<file path="src/hdl/trace_defs.svh">
// widths shared by the trace unit RTL and its testbench
// include this file wherever a trace width is needed

`ifndef TRACE_DEFS_SVH
`define TRACE_DEFS_SVH

////////////////////
// ISA widths
////////////////////

// address and data width of RV32
`define TRACE_XLEN 32

// GPR index width, 32 registers
`define TRACE_GLOG 5

////////////////////
// statistics
////////////////////

// counter width, counters saturate at all ones
`define TRACE_CNT_W 16

`endif

</file>
<file path="src/hdl/trace_pkg.sv">
// enum types of the trace unit
// used by the capture blocks, the assembler, the statistics and the testbench

`default_nettype none

package trace_pkg;

  ////////////////////
  // memory access
  ////////////////////

  // memory access attached to a trace record
  typedef enum logic [1:0] {
    mem_none  = 2'd0,
    mem_load  = 2'd1,
    mem_store = 2'd2
  } mem_kind_t;

  ////////////////////
  // assembler FSM
  ////////////////////

  // idle until the first instruction has been fetched
  typedef enum logic {
    asm_idle   = 1'b0,
    asm_active = 1'b1
  } asm_state_t;

endpackage: trace_pkg

`default_nettype wire

</file>
<file path="src/hdl/trace_fetch_capture.sv">
// fetch bus monitor of the trace unit
// pairs each fetch address with its response word and gives a one-cycle strobe

`timescale 1ns/1ns
`default_nettype none
`include "trace_defs.svh"

module trace_fetch_capture (
  input  wire logic                   tcb_ifu,
  input  wire logic                   reset,
  // fetch bus
  input  wire logic                   ifu_vld,
  input  wire logic                   ifu_rdy,
  input  wire logic [`TRACE_XLEN-1:0] ifu_adr,
  input  wire logic [`TRACE_XLEN-1:0] ifu_rdt,
  // fetched instruction
  output logic                        fet_vld,
  output logic      [`TRACE_XLEN-1:0] fet_pc,
  output logic      [`TRACE_XLEN-1:0] fet_ins,
  output logic                        fet_rvc
);

  // response is expected in the cycle after a transfer
  logic                   req_pend;
  logic [`TRACE_XLEN-1:0] req_adr;
  // compressed when the two low bits are not both set
  logic                   rdt_rvc;

  ////////////////////
  // request stage
  ////////////////////

  always_ff @(posedge tcb_ifu) begin
    if (reset) begin
      req_pend <= 1'b0;
    end else begin
      req_pend <= ifu_vld & ifu_rdy;
    end
  end

  // address follows the request into the response cycle
  always_ff @(posedge tcb_ifu) begin
    if (ifu_vld && ifu_rdy) begin
      req_adr <= ifu_adr;
    end
  end

  ////////////////////
  // response stage
  ////////////////////

  assign rdt_rvc = (ifu_rdt[1:0] != 2'b11);

  always_ff @(posedge tcb_ifu) begin
    if (reset) begin
      fet_vld <= 1'b0;
    end else begin
      fet_vld <= req_pend;
    end
  end

  // upper half of a 16-bit instruction is cleared
  always_ff @(posedge tcb_ifu) begin
    if (req_pend) begin
      fet_pc  <= req_adr;
      fet_rvc <= rdt_rvc;
      fet_ins <= rdt_rvc ? {{(`TRACE_XLEN-16){1'b0}}, ifu_rdt[15:0]} : ifu_rdt;
    end
  end

endmodule: trace_fetch_capture

`default_nettype wire

</file>
<file path="src/hdl/trace_lsu_capture.sv">
// load/store bus monitor of the trace unit
// pairs each request with its load response or store data and classifies it

`timescale 1ns/1ns
`default_nettype none
`include "trace_defs.svh"

module trace_lsu_capture (
  input  wire logic                   tcb_ifu,
  input  wire logic                   reset,
  // load/store bus
  input  wire logic                   lsu_vld,
  input  wire logic                   lsu_rdy,
  input  wire logic                   lsu_wen,
  input  wire logic [`TRACE_XLEN-1:0] lsu_adr,
  input  wire logic [`TRACE_XLEN-1:0] lsu_wdt,
  input  wire logic [`TRACE_XLEN-1:0] lsu_rdt,
  // memory event
  output logic                        mem_vld,
  output trace_pkg::mem_kind_t        mem_kind,
  output logic      [`TRACE_XLEN-1:0] mem_adr,
  output logic      [`TRACE_XLEN-1:0] mem_dat
);

  import trace_pkg::*;

  // request kept across the response cycle
  logic                   req_pend;
  logic                   req_wen;
  logic [`TRACE_XLEN-1:0] req_adr;
  logic [`TRACE_XLEN-1:0] req_wdt;

  ////////////////////
  // request stage
  ////////////////////

  always_ff @(posedge tcb_ifu) begin
    if (reset) begin
      req_pend <= 1'b0;
    end else begin
      req_pend <= lsu_vld & lsu_rdy;
    end
  end

  always_ff @(posedge tcb_ifu) begin
    if (lsu_vld && lsu_rdy) begin
      req_wen <= lsu_wen;
      req_adr <= lsu_adr;
      req_wdt <= lsu_wdt;
    end
  end

  ////////////////////
  // response stage
  ////////////////////

  // kind reads mem_none between events
  always_ff @(posedge tcb_ifu) begin
    if (reset) begin
      mem_vld  <= 1'b0;
      mem_kind <= mem_none;
    end else begin
      mem_vld  <= req_pend;
      mem_kind <= !req_pend ? mem_none : (req_wen ? mem_store : mem_load);
    end
  end

  // store data from the request, load data from the response
  always_ff @(posedge tcb_ifu) begin
    if (req_pend) begin
      mem_adr <= req_adr;
      mem_dat <= req_wen ? req_wdt : lsu_rdt;
    end
  end

endmodule: trace_lsu_capture

`default_nettype wire

</file>
<file path="src/hdl/trace_record_assembler.sv">
// builds one trace record per committed instruction
// the record of an instruction leaves one cycle after the next fetch strobe

`timescale 1ns/1ns
`default_nettype none
`include "trace_defs.svh"

module trace_record_assembler (
  input  wire logic                   tcb_ifu,
  input  wire logic                   reset,
  // fetched instruction
  input  wire logic                   fet_vld,
  input  wire logic [`TRACE_XLEN-1:0] fet_pc,
  input  wire logic [`TRACE_XLEN-1:0] fet_ins,
  input  wire logic                   fet_rvc,
  // memory event
  input  wire logic                   mem_vld,
  input  wire trace_pkg::mem_kind_t   mem_kind,
  input  wire logic [`TRACE_XLEN-1:0] mem_adr,
  input  wire logic [`TRACE_XLEN-1:0] mem_dat,
  // GPR write port
  input  wire logic                   gpr_wen,
  input  wire logic [`TRACE_GLOG-1:0] gpr_wid,
  input  wire logic [`TRACE_XLEN-1:0] gpr_wdt,
  // trace record
  output logic                        trace_vld,
  output logic      [`TRACE_XLEN-1:0] trace_pc,
  output logic      [`TRACE_XLEN-1:0] trace_ins,
  output logic                        trace_rvc,
  output logic                        trace_gpr_vld,
  output logic      [`TRACE_GLOG-1:0] trace_gpr_idx,
  output logic      [`TRACE_XLEN-1:0] trace_gpr_dat,
  output trace_pkg::mem_kind_t        trace_mem,
  output logic      [`TRACE_XLEN-1:0] trace_mem_adr,
  output logic      [`TRACE_XLEN-1:0] trace_mem_dat
);

  import trace_pkg::*;

  asm_state_t state;

  // current instruction
  logic [`TRACE_XLEN-1:0] cur_pc;
  logic [`TRACE_XLEN-1:0] cur_ins;
  logic                   cur_rvc;

  // last GPR write and memory event of the current instruction
  logic                   acc_gpr_vld;
  logic [`TRACE_GLOG-1:0] acc_gpr_idx;
  logic [`TRACE_XLEN-1:0] acc_gpr_dat;
  mem_kind_t              acc_mem;
  logic [`TRACE_XLEN-1:0] acc_mem_adr;
  logic [`TRACE_XLEN-1:0] acc_mem_dat;

  logic gpr_evt;
  logic rec_fire;

  // x0 writes never reach the trace
  assign gpr_evt  = gpr_wen && (gpr_wid != '0);
  // no record for the first fetch after reset
  assign rec_fire = fet_vld && (state == asm_active);

  ////////////////////
  // FSM
  ////////////////////

  always_ff @(posedge tcb_ifu) begin
    if (reset) begin
      state <= asm_idle;
    end else if (fet_vld) begin
      state <= asm_active;
    end
  end

  always_ff @(posedge tcb_ifu) begin
    if (fet_vld) begin
      cur_pc  <= fet_pc;
      cur_ins <= fet_ins;
      cur_rvc <= fet_rvc;
    end
  end

  ////////////////////
  // accumulators
  ////////////////////

  // a new fetch clears both, events with it went to the outgoing record
  always_ff @(posedge tcb_ifu) begin
    if (reset) begin
      acc_gpr_vld <= 1'b0;
      acc_mem     <= mem_none;
    end else if (fet_vld) begin
      acc_gpr_vld <= 1'b0;
      acc_mem     <= mem_none;
    end else begin
      if (gpr_evt) begin
        acc_gpr_vld <= 1'b1;
      end
      if (mem_vld) begin
        acc_mem <= mem_kind;
      end
    end
  end

  // a later event replaces an earlier one
  always_ff @(posedge tcb_ifu) begin
    if (gpr_evt) begin
      acc_gpr_idx <= gpr_wid;
      acc_gpr_dat <= gpr_wdt;
    end
    if (mem_vld) begin
      acc_mem_adr <= mem_adr;
      acc_mem_dat <= mem_dat;
    end
  end

  ////////////////////
  // record output
  ////////////////////

  // events in the fetch cycle take priority over the accumulated ones
  always_ff @(posedge tcb_ifu) begin
    if (reset) begin
      trace_vld     <= 1'b0;
      trace_gpr_vld <= 1'b0;
      trace_mem     <= mem_none;
    end else begin
      trace_vld <= rec_fire;
      if (rec_fire) begin
        trace_gpr_vld <= gpr_evt | acc_gpr_vld;
        trace_mem     <= mem_vld ? mem_kind : acc_mem;
      end
    end
  end

  always_ff @(posedge tcb_ifu) begin
    if (rec_fire) begin
      trace_pc      <= cur_pc;
      trace_ins     <= cur_ins;
      trace_rvc     <= cur_rvc;
      trace_gpr_idx <= gpr_evt ? gpr_wid : acc_gpr_idx;
      trace_gpr_dat <= gpr_evt ? gpr_wdt : acc_gpr_dat;
      trace_mem_adr <= mem_vld ? mem_adr : acc_mem_adr;
      trace_mem_dat <= mem_vld ? mem_dat : acc_mem_dat;
    end
  end

endmodule: trace_record_assembler

`default_nettype wire

</file>
<file path="src/hdl/trace_stats.sv">
// running statistics of the trace stream
// counts retired, load, store and compressed instructions, stopping at all ones

`timescale 1ns/1ns
`default_nettype none
`include "trace_defs.svh"

module trace_stats (
  input  wire logic                    tcb_ifu,
  input  wire logic                    reset,
  // trace record fields
  input  wire logic                    trace_vld,
  input  wire trace_pkg::mem_kind_t    trace_mem,
  input  wire logic                    trace_rvc,
  // counters
  output logic      [`TRACE_CNT_W-1:0] cnt_ret,
  output logic      [`TRACE_CNT_W-1:0] cnt_ld,
  output logic      [`TRACE_CNT_W-1:0] cnt_st,
  output logic      [`TRACE_CNT_W-1:0] cnt_rvc
);

  import trace_pkg::*;

  // increment unless already saturated
  function automatic logic [`TRACE_CNT_W-1:0] sat_inc(
    input logic [`TRACE_CNT_W-1:0] cnt,
    input logic                    en
  );
    if (en && !(&cnt)) begin
      return cnt + 1'b1;
    end
    return cnt;
  endfunction: sat_inc

  ////////////////////
  // counters
  ////////////////////

  // every field is taken from the record of the same cycle
  always_ff @(posedge tcb_ifu) begin
    if (reset) begin
      cnt_ret <= '0;
      cnt_ld  <= '0;
      cnt_st  <= '0;
      cnt_rvc <= '0;
    end else if (trace_vld) begin
      cnt_ret <= sat_inc(cnt_ret, 1'b1);
      cnt_ld  <= sat_inc(cnt_ld, trace_mem == mem_load);
      cnt_st  <= sat_inc(cnt_st, trace_mem == mem_store);
      cnt_rvc <= sat_inc(cnt_rvc, trace_rvc);
    end
  end

endmodule: trace_stats

`default_nettype wire

</file>
<file path="src/hdl/trace_unit.sv">
// execution trace unit top level
// monitors fetch, load/store and GPR write ports and emits one record per instruction

`timescale 1ns/1ns
`default_nettype none
`include "trace_defs.svh"

module trace_unit (
  input  wire logic                    tcb_ifu,
  input  wire logic                    reset,
  // fetch bus
  input  wire logic                    ifu_vld,
  input  wire logic                    ifu_rdy,
  input  wire logic [`TRACE_XLEN-1:0]  ifu_adr,
  input  wire logic [`TRACE_XLEN-1:0]  ifu_rdt,
  // load/store bus
  input  wire logic                    lsu_vld,
  input  wire logic                    lsu_rdy,
  input  wire logic                    lsu_wen,
  input  wire logic [`TRACE_XLEN-1:0]  lsu_adr,
  input  wire logic [`TRACE_XLEN-1:0]  lsu_wdt,
  input  wire logic [`TRACE_XLEN-1:0]  lsu_rdt,
  // GPR write port
  input  wire logic                    gpr_wen,
  input  wire logic [`TRACE_GLOG-1:0]  gpr_wid,
  input  wire logic [`TRACE_XLEN-1:0]  gpr_wdt,
  // trace record
  output logic                         trace_vld,
  output logic      [`TRACE_XLEN-1:0]  trace_pc,
  output logic      [`TRACE_XLEN-1:0]  trace_ins,
  output logic                         trace_rvc,
  output logic                         trace_gpr_vld,
  output logic      [`TRACE_GLOG-1:0]  trace_gpr_idx,
  output logic      [`TRACE_XLEN-1:0]  trace_gpr_dat,
  output trace_pkg::mem_kind_t         trace_mem,
  output logic      [`TRACE_XLEN-1:0]  trace_mem_adr,
  output logic      [`TRACE_XLEN-1:0]  trace_mem_dat,
  // statistics
  output logic      [`TRACE_CNT_W-1:0] cnt_ret,
  output logic      [`TRACE_CNT_W-1:0] cnt_ld,
  output logic      [`TRACE_CNT_W-1:0] cnt_st,
  output logic      [`TRACE_CNT_W-1:0] cnt_rvc
);

  import trace_pkg::*;

  // fetched instruction, two cycles after the fetch transfer
  logic                   fet_vld;
  logic [`TRACE_XLEN-1:0] fet_pc;
  logic [`TRACE_XLEN-1:0] fet_ins;
  logic                   fet_rvc;

  // memory event, two cycles after the load/store transfer
  logic                   mem_vld;
  mem_kind_t              mem_kind;
  logic [`TRACE_XLEN-1:0] mem_adr;
  logic [`TRACE_XLEN-1:0] mem_dat;

  ////////////////////
  // bus capture
  ////////////////////

  trace_fetch_capture u_fetch (
    .tcb_ifu (tcb_ifu),
    .reset   (reset),
    .ifu_vld (ifu_vld),
    .ifu_rdy (ifu_rdy),
    .ifu_adr (ifu_adr),
    .ifu_rdt (ifu_rdt),
    .fet_vld (fet_vld),
    .fet_pc  (fet_pc),
    .fet_ins (fet_ins),
    .fet_rvc (fet_rvc)
  );

  trace_lsu_capture u_lsu (
    .tcb_ifu  (tcb_ifu),
    .reset    (reset),
    .lsu_vld  (lsu_vld),
    .lsu_rdy  (lsu_rdy),
    .lsu_wen  (lsu_wen),
    .lsu_adr  (lsu_adr),
    .lsu_wdt  (lsu_wdt),
    .lsu_rdt  (lsu_rdt),
    .mem_vld  (mem_vld),
    .mem_kind (mem_kind),
    .mem_adr  (mem_adr),
    .mem_dat  (mem_dat)
  );

  ////////////////////
  // record and statistics
  ////////////////////

  // GPR port needs no capture, writes are seen in the cycle they happen
  trace_record_assembler u_asm (
    .tcb_ifu       (tcb_ifu),
    .reset         (reset),
    .fet_vld       (fet_vld),
    .fet_pc        (fet_pc),
    .fet_ins       (fet_ins),
    .fet_rvc       (fet_rvc),
    .mem_vld       (mem_vld),
    .mem_kind      (mem_kind),
    .mem_adr       (mem_adr),
    .mem_dat       (mem_dat),
    .gpr_wen       (gpr_wen),
    .gpr_wid       (gpr_wid),
    .gpr_wdt       (gpr_wdt),
    .trace_vld     (trace_vld),
    .trace_pc      (trace_pc),
    .trace_ins     (trace_ins),
    .trace_rvc     (trace_rvc),
    .trace_gpr_vld (trace_gpr_vld),
    .trace_gpr_idx (trace_gpr_idx),
    .trace_gpr_dat (trace_gpr_dat),
    .trace_mem     (trace_mem),
    .trace_mem_adr (trace_mem_adr),
    .trace_mem_dat (trace_mem_dat)
  );

  trace_stats u_stats (
    .tcb_ifu   (tcb_ifu),
    .reset     (reset),
    .trace_vld (trace_vld),
    .trace_mem (trace_mem),
    .trace_rvc (trace_rvc),
    .cnt_ret   (cnt_ret),
    .cnt_ld    (cnt_ld),
    .cnt_st    (cnt_st),
    .cnt_rvc   (cnt_rvc)
  );

endmodule: trace_unit

`default_nettype wire

</file>
<file path="config.mk">
export PLATFORM = sky130hd
export DESIGN_NAME = trace_unit
export DESIGN_NICKNAME = d
export VERILOG_FILES = /design/src/hdl/trace_pkg.sv /design/src/hdl/trace_fetch_capture.sv /design/src/hdl/trace_lsu_capture.sv /design/src/hdl/trace_record_assembler.sv /design/src/hdl/trace_stats.sv /design/src/hdl/trace_unit.sv
export VERILOG_INCLUDE_DIRS = /design/src /design/src/hdl
export SDC_FILE = /design/constraint.sdc
export NUM_CORES = 1
export LEC_CHECK = 0
export BUFFER_PORTS_ARGS = -buffer_cell sky130_fd_sc_hd__buf_2
export CORE_AREA = 5 5 213 215
export CTS_BUF_LIST = sky130_fd_sc_hd__clkbuf_4
export CTS_CLUSTER_SIZE = 8
export DETAILED_ROUTE_END_ITERATION = 10
export DIE_AREA = 0 0 218 220
export PLACE_DENSITY = 0.73
export SYNTH_ARGS = -nofsm -noshare
export SYNTH_HDL_FRONTEND = slang
export SYNTH_SLANG_ARGS = --single-unit
</file>
<file path="constraint.sdc">
create_clock -name tcb_ifu -period 13.9 [get_ports tcb_ifu]
set_input_delay 1.39 -clock tcb_ifu [delete_from_list [all_inputs] [get_ports tcb_ifu]]
set_output_delay 1.39 -clock tcb_ifu [all_outputs]
set_load 0.01 [all_outputs]
</file>
* Yosys cells after proc, flatten, opt, wreduce, memory -nomap -nowiden *
Index checks and enable logic that the tools add are counted.

word-level totals
  output and inout port bits = 234
  input port bits = 205
  register bits after elaboration = 636
  word-level logic and storage cells = 94

cells by class
  $add $sub $neg = 4
  reductions and logical operators = 21
  bitwise gates (word level) = 4
  muxes and demuxes = 23
  eq/ne operators = 3

operators with widths
  operator                 number
  $mux W32                 4
  $add A16 B1 Y16 const B  4
  $mux W16                 4
  $reduce_and A16 Y1       4
  $mux W1                  12
  $reduce_and A2 Y1        4
  $logic_and A1 B1 Y1      7
  $mux W5                  1
  $reduce_bool A5 Y1       1
  $mux W2                  2
  $reduce_or A2 Y1         2
  $logic_not A1 Y1         3
  $and A1 B1 Y1            2
  $eq A2 B1 Y1 const B     1
  $eq A2 B2 Y1 const B     1
  $ne A2 B2 Y1 const B     1
  $not A1 Y1               1
  $or A1 B1 Y1             1

* Longest topological paths before layout *
  depth after elaboration = 7
  gate-level depth with buffers = 6
  mapped depth without buffers = 5

* Hierarchy *
Synthesis repeated with hierarchy kept, for this count alone.

unflattened totals
  cell total of the unflattened synthesis = 1163
  area total of the unflattened synthesis = 21381.8 um^2

by module, submodules not included
  module                  cells an instance  area each (um^2)  instances  seq. area each (um^2)
  trace_record_assembler  474                10451.3           1          9118.7
  trace_lsu_capture       174                4523.1            1          3953.8
  trace_stats             394                3316.9            1          1281.2
  trace_fetch_capture     121                3090.5            1          2952.8

* Worst setup path before layout *
OpenSTA, ideal clock, no wires.

  kind = register -> register
  start = reg u_fetch.fet_vld
  end = reg u_asm.trace_gpr_dat[0] (enable)
  arrival time = 6702 ps
  slack = 6604 ps
  setup time = 594 ps
  data required time = 13306 ps
  path buffers = 1
  cell stages (with the launch flop) = 3
  clock period less this slack = 7296 ps
  cells stage by stage = dfxtp_1 -> and2_1 -> clkbuf_1

between the ends
  longest elaborated chain between the ends = 1

RTL lines
  what                      line                           text
  start, declared           trace_fetch_capture.sv:17      output logic fet_vld,
  start signal, assigned    trace_fetch_capture.sv:58      fet_vld <= req_pend;
  $logic_and A1 B1 Y1       trace_record_assembler.sv:61   assign rec_fire = fet_vld && (state == asm_active);
  named net u_asm.rec_fire  trace_record_assembler.sv:56   logic rec_fire;
  end signal, assigned      trace_record_assembler.sv:142  trace_gpr_dat <= gpr_evt ? gpr_wdt : acc_gpr_dat;
  end, declared             trace_record_assembler.sv:32   output logic [`TRACE_XLEN-1:0] trace_gpr_dat,

The timed path passes the listed nets, and every way through them passes these cells.
A chain may end at the register's enable or synchronous reset.

* Worst setup path in the final report *
  start = reg u_asm.trace_vld
  end = out trace_vld

RTL lines
  what                    line                           text
  start, declared         trace_record_assembler.sv:26   output logic trace_vld,
  start signal, assigned  trace_record_assembler.sv:128  trace_vld <= rec_fire;
  end, declared           trace_unit.sv:28               output logic trace_vld,

No word-level cell between the ends.

==> summary.md <==
| Metric | Value |
|---|---|
| Antenna violations before repair | 3 |
| Finished Layout Cells | 2472 |
| CP Capture Point | trace_vld |
| Global-route usage over all layers | 18.5% |
| Post-CTS sizing | 0 |
| Count of max-cap constraint violations | 0 |
| First-pass GRT wire length | 67900 um |
| Register area share after synthesis | 81.2% |
| Adder-cell share of the synthesized area | 0.235% |
| Setup crit start kind | register |
| Kind of end point of the critical path | output pin |
| Clock slew at reported path FFs | 70 ps |
| Async SR Flop Fraction | 0% |
| Core ar. | 43500 sq um |
| Synth Register Bits | about 640 |
| Post-layout min period | 3180 ps |
| Largest net degree at the start of global routing | 99 |
| Leak pwr | 0.0101 uW |
| Starting Density | 48.9% |
| GPL Wtd Cong | between 0.8 and 0.9 |
| Vias in the first global route | 12500 |
| Final Hold Viols | 0 |
| Worst rel slew slack | 22.9% |
| R2R Path End | u_asm.trace_gpr_vld |
| Synth Area in Simple Gates | 6.65% |
| CP delay by family, top | flip-flops |
| Synth area leaders | edfxtp_1, dfxtp_1, mux2_2, nor2_1, a21oi_1 |
| Final Cycle Share | 22.9% |
| Worst-margin pin slew | 1150 ps |
| Via density | ~5 |
| Register area | 17300 sq um |
| Reg2Reg Depth | 4 |
| Post-DRT Antenna Nets | 0 |
| Slew Limit Fails | 0 |
| PwrDens | 148 nW/um^2 |
| Hold/Removal Path Class | reg2reg |
| Die Y | 220 um |
| Clk_lat worst skew | 890 ps |
| Port Buffer Count | 438 |
| Die Area | ~48000 sq um |
| Nets | just under 2000 |
| Cells after synthesis | between 1000 and 1500 |
| XOR/XNOR Fraction of Synth Area | 0.247% |
| Overflow after GRT | 0 |
| Commonest non-fill, non-tap cells in the layout | edfxtp_1, buf_2, clkbuf_4, dfxtp_1, mux2_2 |
| I/O pin total | 439 |
| Root Buffer | clkbuf_4 |
| Fmax | 315 MHz |
| Placed cells | 2182 |
| Yosys warns | 0 |
| Wirelength, routed | 45100 um |
| Main combinational cell family by area after synthesis | multiplexers |
| Post-Route Setup TNS | 0 ps |
| DP HPWL | 30000 um |
| TritonCTS sink count | 636 |
| Fin worst setup slack | ~11000 ps |
| 1st-pass router iterations | 4 |
| Num CTS Buffers | 158 |
| WS Path Type | reg2out |
| Arrival time worst endpoint | ~1800 ps |
| Post-synth EDFFs | 457 |
| Synth-to-Final Area Change | 23.5% |
| WP depth | 1 |
| Postcts setup bufs | 0 |
| Multi-input gate area | 3850 sq um |
| Crit path largest cell delay | just under 700 ps |
| Unique cell type count in the Yosys netlist | 56 |
| Area leader, netlist | edfxtp_1 |
| Mux cell area share after synthesis | 7.95% |
| Maximum root-to-sink buffer count | 3 |
| Commonest non-fill, non-tap cell in the layout | edfxtp_1 |
| Die width | roughly 220 um |
| Fillcell total | around 3300 |
| DRC violations left | 0 |
| Register-to-Register Setup Slack | about 11000 ps |
| CTS Hold Buffers Added | 0 |
| Initial detailed-routing violation count | roughly 630 |
| Post-DR wirelength/cell | 18.2 um |
| Post-layout util | 60.4% |
| Most used DFF post-synth | edfxtp_1 |
| Pre-CTS WS | 10190 ps |
| Slowest-stage cell, CP | dfxtp_1 |
| Peak VDD IR | 0.107 mV |
| Site Rows | 77 |
| Number of buffer and inverter stages on the critical path | 1 |
| Crit path from | u_asm.trace_vld |
| CTS tree | done |
| CP Cell Sequence | buf_2 |
| RSZ-0062 raised after global routing | false |
| Status | complete, no violations |
| Post-synthesis compound-gate area fraction | 2.89% |
| Vias post-DR | between 10000 and 15000 |
| CTS HTree Levels | 4 |
| R2R Path Start | u_fetch.fet_vld |
| Yosys top cell area share | ~64% |
| Clock skew | 33.6 ps |
| # setup viols final | 0 |
| Post-Syn Area per Cell | approximately 18 sq um |
| Syn nets | between 1000 and 1500 |
| Maximum fanout along the worst path | 13 |
| Mapped cell area | 21300 sq um |
| Fraction of layout cells with a size suffix above 1 | 46.6% |
| Worst EP required | 12510 ps |
-- area by class of cell --
cell class	instances	area share (%)
clock inverters	40	1.10
multi-input cells	501	14.6
repair buffers	445	8.54
diodes	6	0.0571
well taps	592	2.81
inverters	8	0.114
flip-flops and latches	636	65.8
clock buffers	244	6.96
-- flip-flops by register name (all words and copies together), names as in the netlist, 32 cells and up --
signal	count
u_fetch.fet_ins	32
u_asm.cur_ins	32
u_lsu.mem_adr	32
u_asm.trace_ins	32
u_asm.acc_mem_dat	32
u_asm.trace_pc	32
u_asm.trace_gpr_dat	32
u_asm.cur_pc	32
u_asm.trace_mem_dat	32
u_asm.trace_mem_adr	32
u_lsu.req_adr	32
u_lsu.mem_dat	32
u_asm.acc_gpr_dat	32
u_lsu.req_wdt	32
u_asm.acc_mem_adr	32
u_fetch.fet_pc	32
u_fetch.req_adr	32
-- power breakdown --
part	total (uW)	internal (uW)	switching [uW]
Combinational	134	72.0	62.2
Clock	1590	876	711
Sequential	2160	2140	27.3
-- worst min-delay path by stage --
stage                              startpoint                  end  slack [ps]  depth (start not counted)
after detailed placement  u_fetch.fet_ins[22]    u_asm.cur_ins[22]         400                          0
after global routing        u_asm.cur_ins[26]  u_asm.trace_ins[26]         400                          0
after global placement       u_asm.cur_ins[8]   u_asm.trace_ins[8]         400                          0
after CTS                   u_asm.cur_ins[30]  u_asm.trace_ins[30]         390                          0
final                        u_lsu.req_adr[1]     u_lsu.mem_adr[1]         400                          0
after floorplan            u_fetch.fet_ins[0]     u_asm.cur_ins[0]         400                          0
-- metal layers --
layer / GRT usage, % / up-vias / routed length, um
li1: - / 5789 / -
met1: 22.1 / 5944 / 17900
met2: 29.9 / 445 / 22500
met3: 7.90 / 56 / 4080
met4: 7.28 / 0 / 659
met5: 0 / - / 0
-- cells by family after synthesis --
kind of cell,after synthesis
compound gates,91
xor+xnor,6
fa+ha+maj,4
buf+inv,41
flops,636
mux,151
simple gates,249
-- worst reg2reg max path, cell delays in order, from the launching register on --
cell	delay [ps]
dfxtp_4	970
and2_4	760
buf_4	780
nor2_1	170
a211oi_1	230
-- Yosys cell counts (3+ instances only) --
cell / n
or3_1: 15
o31ai_1: 12
nand2_1: 38
a211oi_1: 7
mux2_2: 146
o21ai_0: 15
mux2i_1: 5
clkbuf_1: 23
nor4_1: 5
nand3_1: 22
edfxtp_1: 457
or4_1: 14
and4_1: 9
ha_1: 4
nand2b_1: 4
inv_1: 8
nor3_1: 11
buf_4: 4
buf_2: 4
xor2_1: 5
nand4_2: 4
dfxtp_1: 179
and2_1: 8
nor2b_1: 24
a31oi_1: 3
a21oi_1: 35
nand4_1: 12
and3_1: 24
nor2_1: 47
-- through the flow --
step | instance area (sq um) | hold slack [ps] | total power [uW]
floorplan | 21300 | 400 | 2280
global placement | 24200 | 400 | 2330
detailed placement | 24200 | 405 | 2340
CTS | 26300 | 390 | 3950
global route | 26300 | 399 | 4090
finish | 26300 | 404 | 3880
No activity file was read; power rests on OpenSTA's default activity.
